==> src/include/circle_macros.svh <==
`ifndef CIRCLE_MACROS_SVH
`define CIRCLE_MACROS_SVH

// Visible screen size in pixels
`define SCREEN_W 160
`define SCREEN_H 120

// Field widths of the VGA adapter port
`define COORD_X_BITS 8
`define COORD_Y_BITS 7
`define COLOUR_BITS 3

`endif
==> src/design/circle_pkg.sv <==
`default_nettype none
`include "circle_macros.svh"

package circle_pkg;

  // One pixel write to the adapter
  typedef struct packed {
    logic [`COORD_X_BITS-1:0] x;
    logic [`COORD_Y_BITS-1:0] y;
    logic [`COLOUR_BITS-1:0]  colour;
  } pixel_t;

  typedef struct packed {
    logic [`COORD_X_BITS-1:0] centre_x;
    logic [`COORD_Y_BITS-1:0] centre_y;
    logic [7:0]               radius;
    logic [`COLOUR_BITS-1:0]  colour;
  } circle_req_t;

  // Bit 0 swaps the offsets, bit 2 negates the y term, bit 2 xor bit 1 negates the x term
  typedef enum logic [2:0] {
    OCT_0, OCT_1, OCT_2, OCT_3, OCT_4, OCT_5, OCT_6, OCT_7
  } octant_t;

  typedef struct packed {
    logic    load;     // Start a new circle from the request
    logic    step;     // One midpoint iteration
    logic    plot_en;
    octant_t octant;
  } dp_ctrl_t;

  typedef struct packed {
    logic signed [8:0] offset_x;
    logic signed [7:0] offset_y;
  } dp_status_t;

endpackage

`default_nettype wire

==> src/design/circle.sv <==
`timescale 1ns/1ns
`default_nettype none

module circle (
  input  logic                    clk,
  input  logic                    reset,
  input  logic                    start,
  input  circle_pkg::circle_req_t req,
  output logic                    done,
  output circle_pkg::pixel_t      vga,
  output logic                    vga_plot
);

  circle_pkg::dp_ctrl_t   ctrl;
  circle_pkg::dp_status_t status;
  circle_pkg::pixel_t     fill_pixel;
  circle_pkg::pixel_t     dp_pixel;
  logic                   fill_plot;
  logic                   dp_plot;
  logic                   fill_start;
  logic                   fill_done;
  logic                   fill_active;

  circle_fsm fsm (
    .clk         (clk),
    .reset       (reset),
    .start       (start),
    .status      (status),
    .fill_done   (fill_done),
    .fill_start  (fill_start),
    .fill_active (fill_active),
    .ctrl        (ctrl),
    .done        (done)
  );

  datapath dp (
    .clk    (clk),
    .reset  (reset),
    .req    (req),
    .ctrl   (ctrl),
    .status (status),
    .pixel  (dp_pixel),
    .plot   (dp_plot)
  );

  screen_fill fill (
    .clk        (clk),
    .reset      (reset),
    .fill_start (fill_start),
    .fill_done  (fill_done),
    .pixel      (fill_pixel),
    .plot       (fill_plot)
  );

  // The two pixel streams never overlap in time
  assign vga      = fill_active ? fill_pixel : dp_pixel;
  assign vga_plot = fill_active ? fill_plot : dp_plot;

endmodule

`default_nettype wire

==> src/design/circle_fsm.sv <==
`timescale 1ns/1ns
`default_nettype none

module circle_fsm (
  input  logic                   clk,
  input  logic                   reset,
  input  logic                   start,
  input  circle_pkg::dp_status_t status,
  input  logic                   fill_done,
  output logic                   fill_start,
  output logic                   fill_active,
  output circle_pkg::dp_ctrl_t   ctrl,
  output logic                   done
);

  typedef enum logic [2:0] {
    S_IDLE,
    S_FILL,
    S_LOAD,
    S_PLOT,
    S_STEP,
    S_DONE
  } state_t;

  state_t               state;
  circle_pkg::octant_t  octant;
  logic                 in_loop;

  // Loop runs while offset_y <= offset_x
  assign in_loop = status.offset_y <= status.offset_x;

  always_ff @(posedge clk) begin
    if (reset) begin
      state      <= S_IDLE;
      octant     <= circle_pkg::OCT_0;
      fill_start <= 1'b0;
    end else begin
      fill_start <= 1'b0;
      case (state)
        S_IDLE: begin
          if (start) begin
            fill_start <= 1'b1;
            state      <= S_FILL;
          end
        end
        S_FILL: begin
          if (fill_done) state <= S_LOAD;
        end
        S_LOAD: begin
          octant <= circle_pkg::OCT_0;
          state  <= S_PLOT;
        end
        S_PLOT: begin
          if (octant == circle_pkg::OCT_0 && !in_loop) begin
            // A withdrawn start skips done altogether
            state <= start ? S_DONE : S_IDLE;
          end else if (octant == circle_pkg::OCT_7) begin
            state <= S_STEP;
          end else begin
            octant <= circle_pkg::octant_t'(octant + 3'd1);
          end
        end
        S_STEP: begin
          octant <= circle_pkg::OCT_0;
          state  <= S_PLOT;
        end
        S_DONE: begin
          if (!start) state <= S_IDLE;
        end
        default: state <= S_IDLE;
      endcase
    end
  end

  always_comb begin
    ctrl.load    = (state == S_LOAD);
    ctrl.step    = (state == S_STEP);
    ctrl.plot_en = (state == S_PLOT) && in_loop;  // Low in the final test cycle
    ctrl.octant  = octant;
  end

  assign fill_active = (state == S_FILL);
  assign done        = (state == S_DONE);

endmodule

`default_nettype wire

==> src/design/datapath.sv <==
`timescale 1ns/1ns
`default_nettype none
`include "circle_macros.svh"

module datapath (
  input  logic                    clk,
  input  logic                    reset,
  input  circle_pkg::circle_req_t req,
  input  circle_pkg::dp_ctrl_t    ctrl,
  output circle_pkg::dp_status_t  status,
  output circle_pkg::pixel_t      pixel,
  output logic                    plot
);

  logic signed [8:0]  offset_x;
  logic signed [7:0]  offset_y;
  logic signed [10:0] crit;

  logic signed [10:0] x_wide;
  logic signed [10:0] y_wide;
  logic signed [10:0] x_next;
  logic signed [10:0] y_next;
  logic signed [10:0] centre_x;
  logic signed [10:0] centre_y;
  logic signed [10:0] du;
  logic signed [10:0] dv;
  logic signed [10:0] point_x;
  logic signed [10:0] point_y;
  logic               on_screen;

  assign x_wide   = offset_x;
  assign y_wide   = offset_y;
  assign x_next   = x_wide - 11'sd1;
  assign y_next   = y_wide + 11'sd1;
  assign centre_x = {3'b000, req.centre_x};
  assign centre_y = {4'b0000, req.centre_y};

  always_ff @(posedge clk) begin
    if (reset) begin
      offset_x <= '0;
      offset_y <= '0;
      crit     <= '0;
    end else if (ctrl.load) begin
      offset_x <= {1'b0, req.radius};
      offset_y <= '0;
      crit     <= 11'sd1 - signed'({3'b000, req.radius});
    end else if (ctrl.step) begin
      offset_y <= y_next[7:0];
      if (crit <= 0) begin
        crit <= crit + (y_next <<< 1) + 11'sd1;
      end else begin
        // Both terms use the already updated offsets
        offset_x <= x_next[8:0];
        crit     <= crit + ((y_next - x_next) <<< 1) + 11'sd1;
      end
    end
  end

  assign status.offset_x = offset_x;
  assign status.offset_y = offset_y;

  // Octant point from the encoding of octant_t
  assign du      = ctrl.octant[0] ? y_wide : x_wide;
  assign dv      = ctrl.octant[0] ? x_wide : y_wide;
  assign point_x = (ctrl.octant[2] ^ ctrl.octant[1]) ? centre_x - du : centre_x + du;
  assign point_y = ctrl.octant[2] ? centre_y - dv : centre_y + dv;

  assign on_screen = (point_x >= 0) && (point_x < `SCREEN_W) &&
                     (point_y >= 0) && (point_y < `SCREEN_H);

  always_ff @(posedge clk) begin
    if (reset) begin
      plot <= 1'b0;
    end else begin
      plot <= ctrl.plot_en && on_screen;  // Clipped points are simply not written
    end
  end

  always_ff @(posedge clk) begin
    if (ctrl.plot_en) begin
      pixel.x      <= point_x[`COORD_X_BITS-1:0];
      pixel.y      <= point_y[`COORD_Y_BITS-1:0];
      pixel.colour <= req.colour;
    end
  end

endmodule

`default_nettype wire

==> src/design/screen_fill.sv <==
`timescale 1ns/1ns
`default_nettype none
`include "circle_macros.svh"

module screen_fill (
  input  logic               clk,
  input  logic               reset,
  input  logic               fill_start,
  output logic               fill_done,
  output circle_pkg::pixel_t pixel,
  output logic               plot
);

  logic                     active;
  logic [`COORD_X_BITS-1:0] x;
  logic [`COORD_Y_BITS-1:0] y;

  always_ff @(posedge clk) begin
    if (reset) begin
      active    <= 1'b0;
      fill_done <= 1'b0;
      x         <= '0;
      y         <= '0;
    end else begin
      fill_done <= 1'b0;
      if (fill_start) begin
        active <= 1'b1;
        x      <= '0;
        y      <= '0;
      end else if (active) begin
        if (x == `SCREEN_W - 1) begin
          x <= '0;
          if (y == `SCREEN_H - 1) begin  // Last pixel of the frame
            active    <= 1'b0;
            fill_done <= 1'b1;
            y         <= '0;
          end else begin
            y <= y + 1'b1;
          end
        end else begin
          x <= x + 1'b1;
        end
      end
    end
  end

  assign pixel.x      = x;
  assign pixel.y      = y;
  assign pixel.colour = '0;  // Black
  assign plot         = active;

endmodule

`default_nettype wire

==> config.mk <==
export PLATFORM = sky130hd
export DESIGN_NAME = circle
export DESIGN_NICKNAME = d
export VERILOG_FILES = /design/src/design/circle_pkg.sv /design/src/design/circle.sv /design/src/design/circle_fsm.sv /design/src/design/datapath.sv /design/src/design/screen_fill.sv
export VERILOG_INCLUDE_DIRS = /design/src /design/src/include
export SDC_FILE = /design/constraint.sdc
export NUM_CORES = 1
export LEC_CHECK = 0
export BUFFER_PORTS_ARGS = -buffer_cell sky130_fd_sc_hd__buf_2
export CELL_PAD_IN_SITES_DETAIL_PLACEMENT = 1
export CELL_PAD_IN_SITES_GLOBAL_PLACEMENT = 1
export CORE_ASPECT_RATIO = 0.7
export CORE_MARGIN = 2
export CORE_UTILIZATION = 40
export DETAILED_ROUTE_END_ITERATION = 8
export HOLD_SLACK_MARGIN = 0.06
export PLACE_DENSITY = 0.8
export SKIP_LAST_GASP = 1
export SYNTH_ARGS = -nofsm -noshare
export SYNTH_HDL_FRONTEND = slang
export SYNTH_HIERARCHICAL = 1
export SYNTH_SLANG_ARGS = --single-unit
==> constraint.sdc <==
create_clock -name clk -period 9.2 [get_ports clk]
set_clock_uncertainty 0.05 [all_clocks]
set_input_delay 1.38 -clock clk [delete_from_list [all_inputs] [get_ports clk]]
set_output_delay 1.38 -clock clk [all_outputs]
set_load 0.005 [all_outputs]
; Yosys cells after proc, flatten, opt, wreduce, memory -nomap -nowiden
; Index checks and enable logic that the tools add are counted.
[op_classes]
add_sub_neg = 15
mul = 0
div = 0
order_cmp = 6
eq_ne = 15
shifts = 0
n_mux = 30
n_bitwise = 5
n_reduce_logical = 21
[ops]
columns = cell, count
row1 = $mux 11, 7
row2 = $mux 8, 4
row3 = $mux 3, 8
row4 = $add 11x2->11 const B, 2
row5 = $ge 11x1->1 const B, 2
row6 = $mux 18, 1
row7 = $pmux 3 s5, 1
row8 = $add 11x10->11, 1
row9 = $add 11x11->11, 1
row10 = $add 8x11->11, 1
row11 = $add 9x11->11, 1
row12 = $le 11x1->1 const B, 1
row13 = $lt 11x8->1 const B, 1
row14 = $lt 11x9->1 const B, 1
row15 = $sub 8x11->11, 1
row16 = $sub 9x11->11, 1
row17 = $ne 2x2->1 const B, 5
row18 = $sub 9x10->10, 1
row19 = $sub 9x2->10 const B, 1
row20 = $add 8x2->9 const B, 1
row21 = $eq 3x3->1 const B, 3
row22 = $le 8x9->1, 1
row23 = $sub 1x8->9 const A, 1
row24 = $add 8x1->8 const B, 1
row25 = 22 further kinds, 44
[totals]
reg_bits = 71
latch_bits = 0
mem_bits_rw = 0
rom_bits = 0
input_bits = 29
wordCells = 107
memories = 0

; Depth between registers and ports, before layout
[logic_depth]
ltp_word = 8
depth_mapped = 18
depth_no_buf = 18

; Hierarchy
; The synthesis kept the hierarchy.
[modules_own_cells]
columns = mod, instances, cells_each, area_per_inst_um2
row1 = datapath, 1, 609, 4997.3
row2 = screen_fill, 1, 94, 827.0
row3 = circle_fsm, 1, 92, 701.9
row4 = circle, 1, 21, 282.8

; Least setup slack after synthesis
; Ideal clock, no wire load.
[synth_path]
path_kind = register to register
startpoint = reg fsm.octant[0]
endpoint = reg dp.plot
setup_ns = 0.130
arrival_time_ns = 3.529
path_slack_ns = 5.491
path_stages_with_launch = 18
path_buffers = 3
path_cell_list = dfxtp_1 > buf_6 > clkbuf_1 > clkbuf_1 > o21a_1 > ha_1 > or4b_1 > and2_1 > nand2b_1 > xnor2_1 > ha_1 > o21ai_0 > o21ai_0 > nor2b_1 > o21ai_1 > xnor2_2 > mux2i_1 > a211oi_2
[synth_via]
elab_chain_cells = 8
[synth_rtl]
columns = element, line
row1 = from (decl), circle_fsm.sv:26  ; circle_pkg::octant_t octant;
row2 = from (signal assigned), circle_fsm.sv:35  ; octant <= circle_pkg::OCT_0;
row3 = from (signal assigned), circle_fsm.sv:50  ; octant <= circle_pkg::OCT_0;
row4 = from (signal assigned), circle_fsm.sv:60  ; octant <= circle_pkg::octant_t'(octant + 3'd1);
row5 = $mux 11, datapath.sv:63  ; assign du = ctrl.octant[0] ? y_wide : x_wide;
row6 = $add 9x11->11 / $sub 9x11->11 (equally long branches), datapath.sv:65  ; assign point_x = (ctrl.octant[2] ^ ctrl.octant[1]) ? centre_x - du : centre_x + du;
row7 = $mux 11, datapath.sv:65
row8 = $ge 11x1->1 / $lt 11x9->1 (equally long branches), --
row9 = $logic_and 1x1->1 (2 in a row), datapath.sv:68  ; assign on_screen = (point_x >= 0) && (point_x < `SCREEN_W) &&
row10 = $logic_and 1x1->1 *, datapath.sv:68
row11 = $logic_and 1x1->1 *, datapath.sv:75  ; plot <= ctrl.plot_en && on_screen;
row12 = to (signal assigned), datapath.sv:75
row13 = to (decl), datapath.sv:12  ; output logic plot
; Mark *: on every way between the ends. The rest lies on a longest branch, timed or not.
; A chain may end at the register's enable or synchronous reset.

; Final worst setup path
[layout_path]
startpoint = reg dp.offset_x[2]
endpoint = reg dp.crit[10]
[layout_via]
elab_chain_cells = 7
[layout_rtl]
columns = element, line
row1 = from (decl), datapath.sv:15  ; logic signed [8:0] offset_x;
row2 = from (signal assigned), datapath.sv:44  ; offset_x <= {1'b0, req.radius};
row3 = from (signal assigned), datapath.sv:53  ; offset_x <= x_next[8:0];
row4 = $sub 9x2->10, datapath.sv:33  ; assign x_next = x_wide - 11'sd1;
row5 = $sub 9x10->10, datapath.sv:54  ; crit <= crit + ((y_next - x_next) <<< 1) + 11'sd1;
row6 = $add 11x11->11, datapath.sv:54
row7 = $add 11x2->11, datapath.sv:54
row8 = $mux 11, datapath.sv:49  ; if (crit <= 0) begin
row9 = $mux 11, datapath.sv:47  ; end else if (ctrl.step) begin
row10 = $mux 11, datapath.sv:43  ; end else if (ctrl.load) begin
row11 = to (signal assigned), datapath.sv:46  ; crit <= 11'sd1 - signed'({3'b000, req.radius});
row12 = to (signal assigned), datapath.sv:50  ; crit <= crit + (y_next <<< 1) + 11'sd1;
row13 = to (signal assigned), datapath.sv:54
row14 = to (decl), datapath.sv:17  ; logic signed [10:0] crit;
; No other way between the ends. The select of a mux whose other input is x is not followed.

==> run_results.csv <==
group,metric,value,unit
clocking,cts_resized,0,
clocking,clock_tree.htree_level_count,3,
critical_path,source_of_the_worst_register_to_register_timing_path,"dp/offset_x[2]$_SDFFE_PP0P_",
critical_path,data_required_time_at_the_worst_endpoint,9420,ps
synth,synth-warning-count,6,
critical_path,delay_of_the_slowest_critical_path_stage,640,ps
critical_path,path_class,"reg2reg",
pwr,max-vdd-ir-drop,0.0722,mV
clocking,tritoncts_clock_tree,"built",
layout,layout_common_cells,"86 x sky130_fd_sc_hd__nor2_1, 61 x sky130_fd_sc_hd__ha_1, 54 x sky130_fd_sc_hd__nand2_1, 52 x sky130_fd_sc_hd__dfxtp_1, 49 x sky130_fd_sc_hd__inv_1",
synth,yosys.area.top_type,"sky130_fd_sc_hd__dfxtp_1",
hold_path,whs_endpoint,"fill/plot$_SDFF_PP0_",
routing,vias,5991,
synth,total_of_flip_flops_plus_latches_after_synthesis,71,
synth,number_of_flops_mapped_to_enable_cells_by_yosys,18,
synth,synth_seq_area_share,23.5,%
global_routing,grt_first_pass_wirelength,32.1,mm
critical_path,cp.buffers_inverters,0,
clocking,clkTransAtPathRegs,60,ps
critical_path,timing.reg2reg.setup_slack,4910,ps
routing,drt_drc_violations_left,0,
sta,finalCriticalPeriod,4290,ps
pwr,leakagePower,3.04,nW
critical_path,startpoint_type,"flip-flop",
clocking,post_cts_buffers,0,
placement,preCtsSetupSlack,5050,ps
hold_path,hold_path_startpoint,"fsm/fill_start$_SDFF_PP0_",
sta,report.final.hold_viol_count,0,
placement,place.detailed.hpwl,15.2,mm
global_routing,grt_pass1_vias,5904,
sta,finalCritPeriodShare,46.6,%
routing,drtPass1Iterations,5,
sta,fin_setup_tns,0,ps
critical_path,reg2reg_to,"dp/crit[10]$_SDFFE_PP0P_",
floorplanning,fp.coreArea,16500,sq um
floorplanning,effective_utilization_at_floorplan,41.3,%
critical_path,cp_top_family,"simple AND/OR/NAND/NOR gates",
synth,netlist_area,6810,sq um
sta,worst_slew_margin,36.2,%
layout,insertedDiodeCount,0,
pwr,power_density,103,nW/um^2
routing,initial_drt_markers,408,
clocking,clock-sinks,71,
job,drv_cap,0,
sta,setup_slack,4910,ps
critical_path,worstRegToRegCells,15,
placement,gp_congestion,0.927,
synth,async_s_r_ff_share_synth,0,%
hold_path,worstHoldPathCells,2,
routing,routed_via_density,5.61,
critical_path,critical_path.endpoint_type,"flip-flop",
critical_path,worst_ep_arrival_time,4510,ps
clocking,clk_path_buf_depth,2,
global_routing,grt_antenna_before_repair,0,
floorplanning,num_rows,39,
floorplanning,floorplan.die_area,18100,sq um
global_routing,track_usage,22.3,%
sta,timing.fmax,233,MHz
floorplanning,dieHeight,113,um
critical_path,path_cells,"or4_1 > nor2_1 > nand2_1 > xor2_1 > ha_1 > nand2_1 > o21ai_0 > xor2_1 > ha_1 > a21oi_1 > nor3b_1 > a21oi_1 > a21o_1 > and2_1 > o211ai_1",
synth,yosysUniqueCellTypes,93,
synth,netlist_instances,816,
synth,yosysTopAreaCellShare,15.6,%
global_routing,pin_count_of_the_biggest_net_entering_global_routing,47,
routing,drt-wirelength-per-cell,18.8,um
placement,placement.io_buffers,48,
critical_path,critical_path.max_fanout,10,
routing,overall_routed_net_length,20.0,mm
clocking,cts_buffers,9,
synth,synth.area.top_cells,"sky130_fd_sc_hd__dfxtp_1 16%, sky130_fd_sc_hd__ha_1 11%, sky130_fd_sc_hd__edfxtp_1 7.9%, sky130_fd_sc_hd__xnor2_1 6.2%, sky130_fd_sc_hd__xor2_1 4.9%",
outcome,status,"complete, no violations",
floorplanning,pin_count,49,
sta,grt_setup_unrepaired,"false",
global_routing,grt_overflow,0,
clocking,holdBufCountCts,0,
sta,timing.final.setup_violations,0,
layout,most_frequent_standard_cell_in_the_layout_excluding_fill_and_tap_cells,"sky130_fd_sc_hd__nor2_1",
layout,final_net_count,932,
critical_path,critical-path-slowest-cell,"sky130_fd_sc_hd__or4_1",
hold_path,hp-class,"reg2reg",
layout,layout-drive-gt1-share,13.8,%
sta,slew_at_the_pin_closest_to_its_max_slew_limit,957,ps
routing,detail-route-antenna-nets,0,
sta,final_max_slew_viol_count,0,
clocking,worstSkewPairLatency,340,ps
clocking,clockRootBuffer,"sky130_fd_sc_hd__clkbuf_16",
synth,average_footprint_of_a_synthesized_cell,8.34,sq um
floorplanning,die-width,160,um
layout,synth_to_layout_area_growth,9.35,%
synth,yosys_most_used_dff,"sky130_fd_sc_hd__dfxtp_1",
[where the power goes]
group           total, W  switching [W]  internal (W)
logic          0.0000646      0.0000359     0.0000287
clock network   0.000380       0.000144      0.000235
registers       0.000324     0.00000204      0.000322
total           0.000768       0.000182      0.000585
[state kept, by name, indices dropped and copies added, names as in the netlist]
signal,flops
dp/crit,11
dp/offset_x,9
dp/offset_y,8
dp/pixel,18
dp/plot,1
fill/fill_done,1
fill/plot,1
fill/x,8
fill/y,7
fsm/fill_start,1
fsm/octant,3
fsm/state,3
[area by class of cell]
cell class,count,area [sq um]
Clock inverter,7,87.6
Inverter,49,184
Multi-Input combinational cell,654,4790
Clock buffer,9,225
Sequential cell,71,1600
Fill cell,2029,9050
Tap cell,225,282
Timing Repair Buffer,52,270
[synthesized netlist by cell type, types with 19 or more instances]
cell,instances
sky130_fd_sc_hd__xnor2_1,48
sky130_fd_sc_hd__dfxtp_1,53
sky130_fd_sc_hd__o21ai_0,43
sky130_fd_sc_hd__xor2_1,38
sky130_fd_sc_hd__ha_1,61
sky130_fd_sc_hd__nand2_1,54
sky130_fd_sc_hd__nor2_1,86
sky130_fd_sc_hd__mux2i_1,23
sky130_fd_sc_hd__inv_1,49
sky130_fd_sc_hd__a21oi_1,39
sky130_fd_sc_hd__clkbuf_1,19
[worst max path at each step]
| stage | from | slack, ps | endpoint | cells past startpoint |
|---|---|---|---|---|
| finish | dp/offset_x[2]$_SDFFE_PP0P_ | 4910 | dp/crit[10]$_SDFFE_PP0P_ | 15 |
| floorplan | fsm/octant[0]$_SDFFE_PP0P_ | 5490 | dp/plot$_SDFF_PP0_ | 17 |
| detailed placement | dp/offset_x[2]$_SDFFE_PP0P_ | 5050 | dp/crit[9]$_SDFFE_PP0P_ | 13 |
| global placement | dp/offset_x[2]$_SDFFE_PP0P_ | 5150 | dp/crit[9]$_SDFFE_PP0P_ | 13 |
| CTS | dp/offset_x[2]$_SDFFE_PP0P_ | 4990 | dp/crit[10]$_SDFFE_PP0P_ | 15 |
| global route | dp/offset_x[2]$_SDFFE_PP0P_ | 4660 | dp/crit[9]$_SDFFE_PP0P_ | 15 |
[tightest hold or removal path, cell delays in order, from the launching register on]
cell and delay (ps):
sky130_fd_sc_hd__dfxtp_1 330, sky130_fd_sc_hd__inv_1 70, sky130_fd_sc_hd__a21oi_1 60
[layer usage]
metal / GRT usage [%] / vias up / part of all wire, %
met2: 33.3 / 111 / 42
li1: - / 2938 / -
met5: 0 / - / 0
met3: 3.37 / 14 / 4.1
met4: 4.56 / 0 / 0.85
met1: 34.0 / 2928 / 53
[kinds of logic after synthesis]
kind of cell | share of synthesized area (%)
DFF | 23.5
muxes | 7.28
buffers and inverters | 6.36
adders and majority gates | 12.7
xor gates and xnor gates | 11.3
other | 0.0551
AOI/OAI and AO/OA | 17.4
and+or+nand+nor | 21.4
[through the flow]
stage / utilization (%) / area (sq um) / cells / power (W) / hold WS [ps]
final: 45.1 / 7450 / 1067 / 0.000768 / 463
after global routing: 45.1 / 7450 / 1067 / 0.000794 / 473
after CTS: 45.1 / 7450 / 1067 / 0.000779 / 468
after detailed placement: 43.2 / 7130 / 1051 / 0.000394 / 451
after global placement: 43.2 / 7130 / 1051 / 0.000392 / 431
after floorplan: - / 6820 / 818 / 0.000373 / 365
No activity file was read; power rests on OpenSTA's default activity.
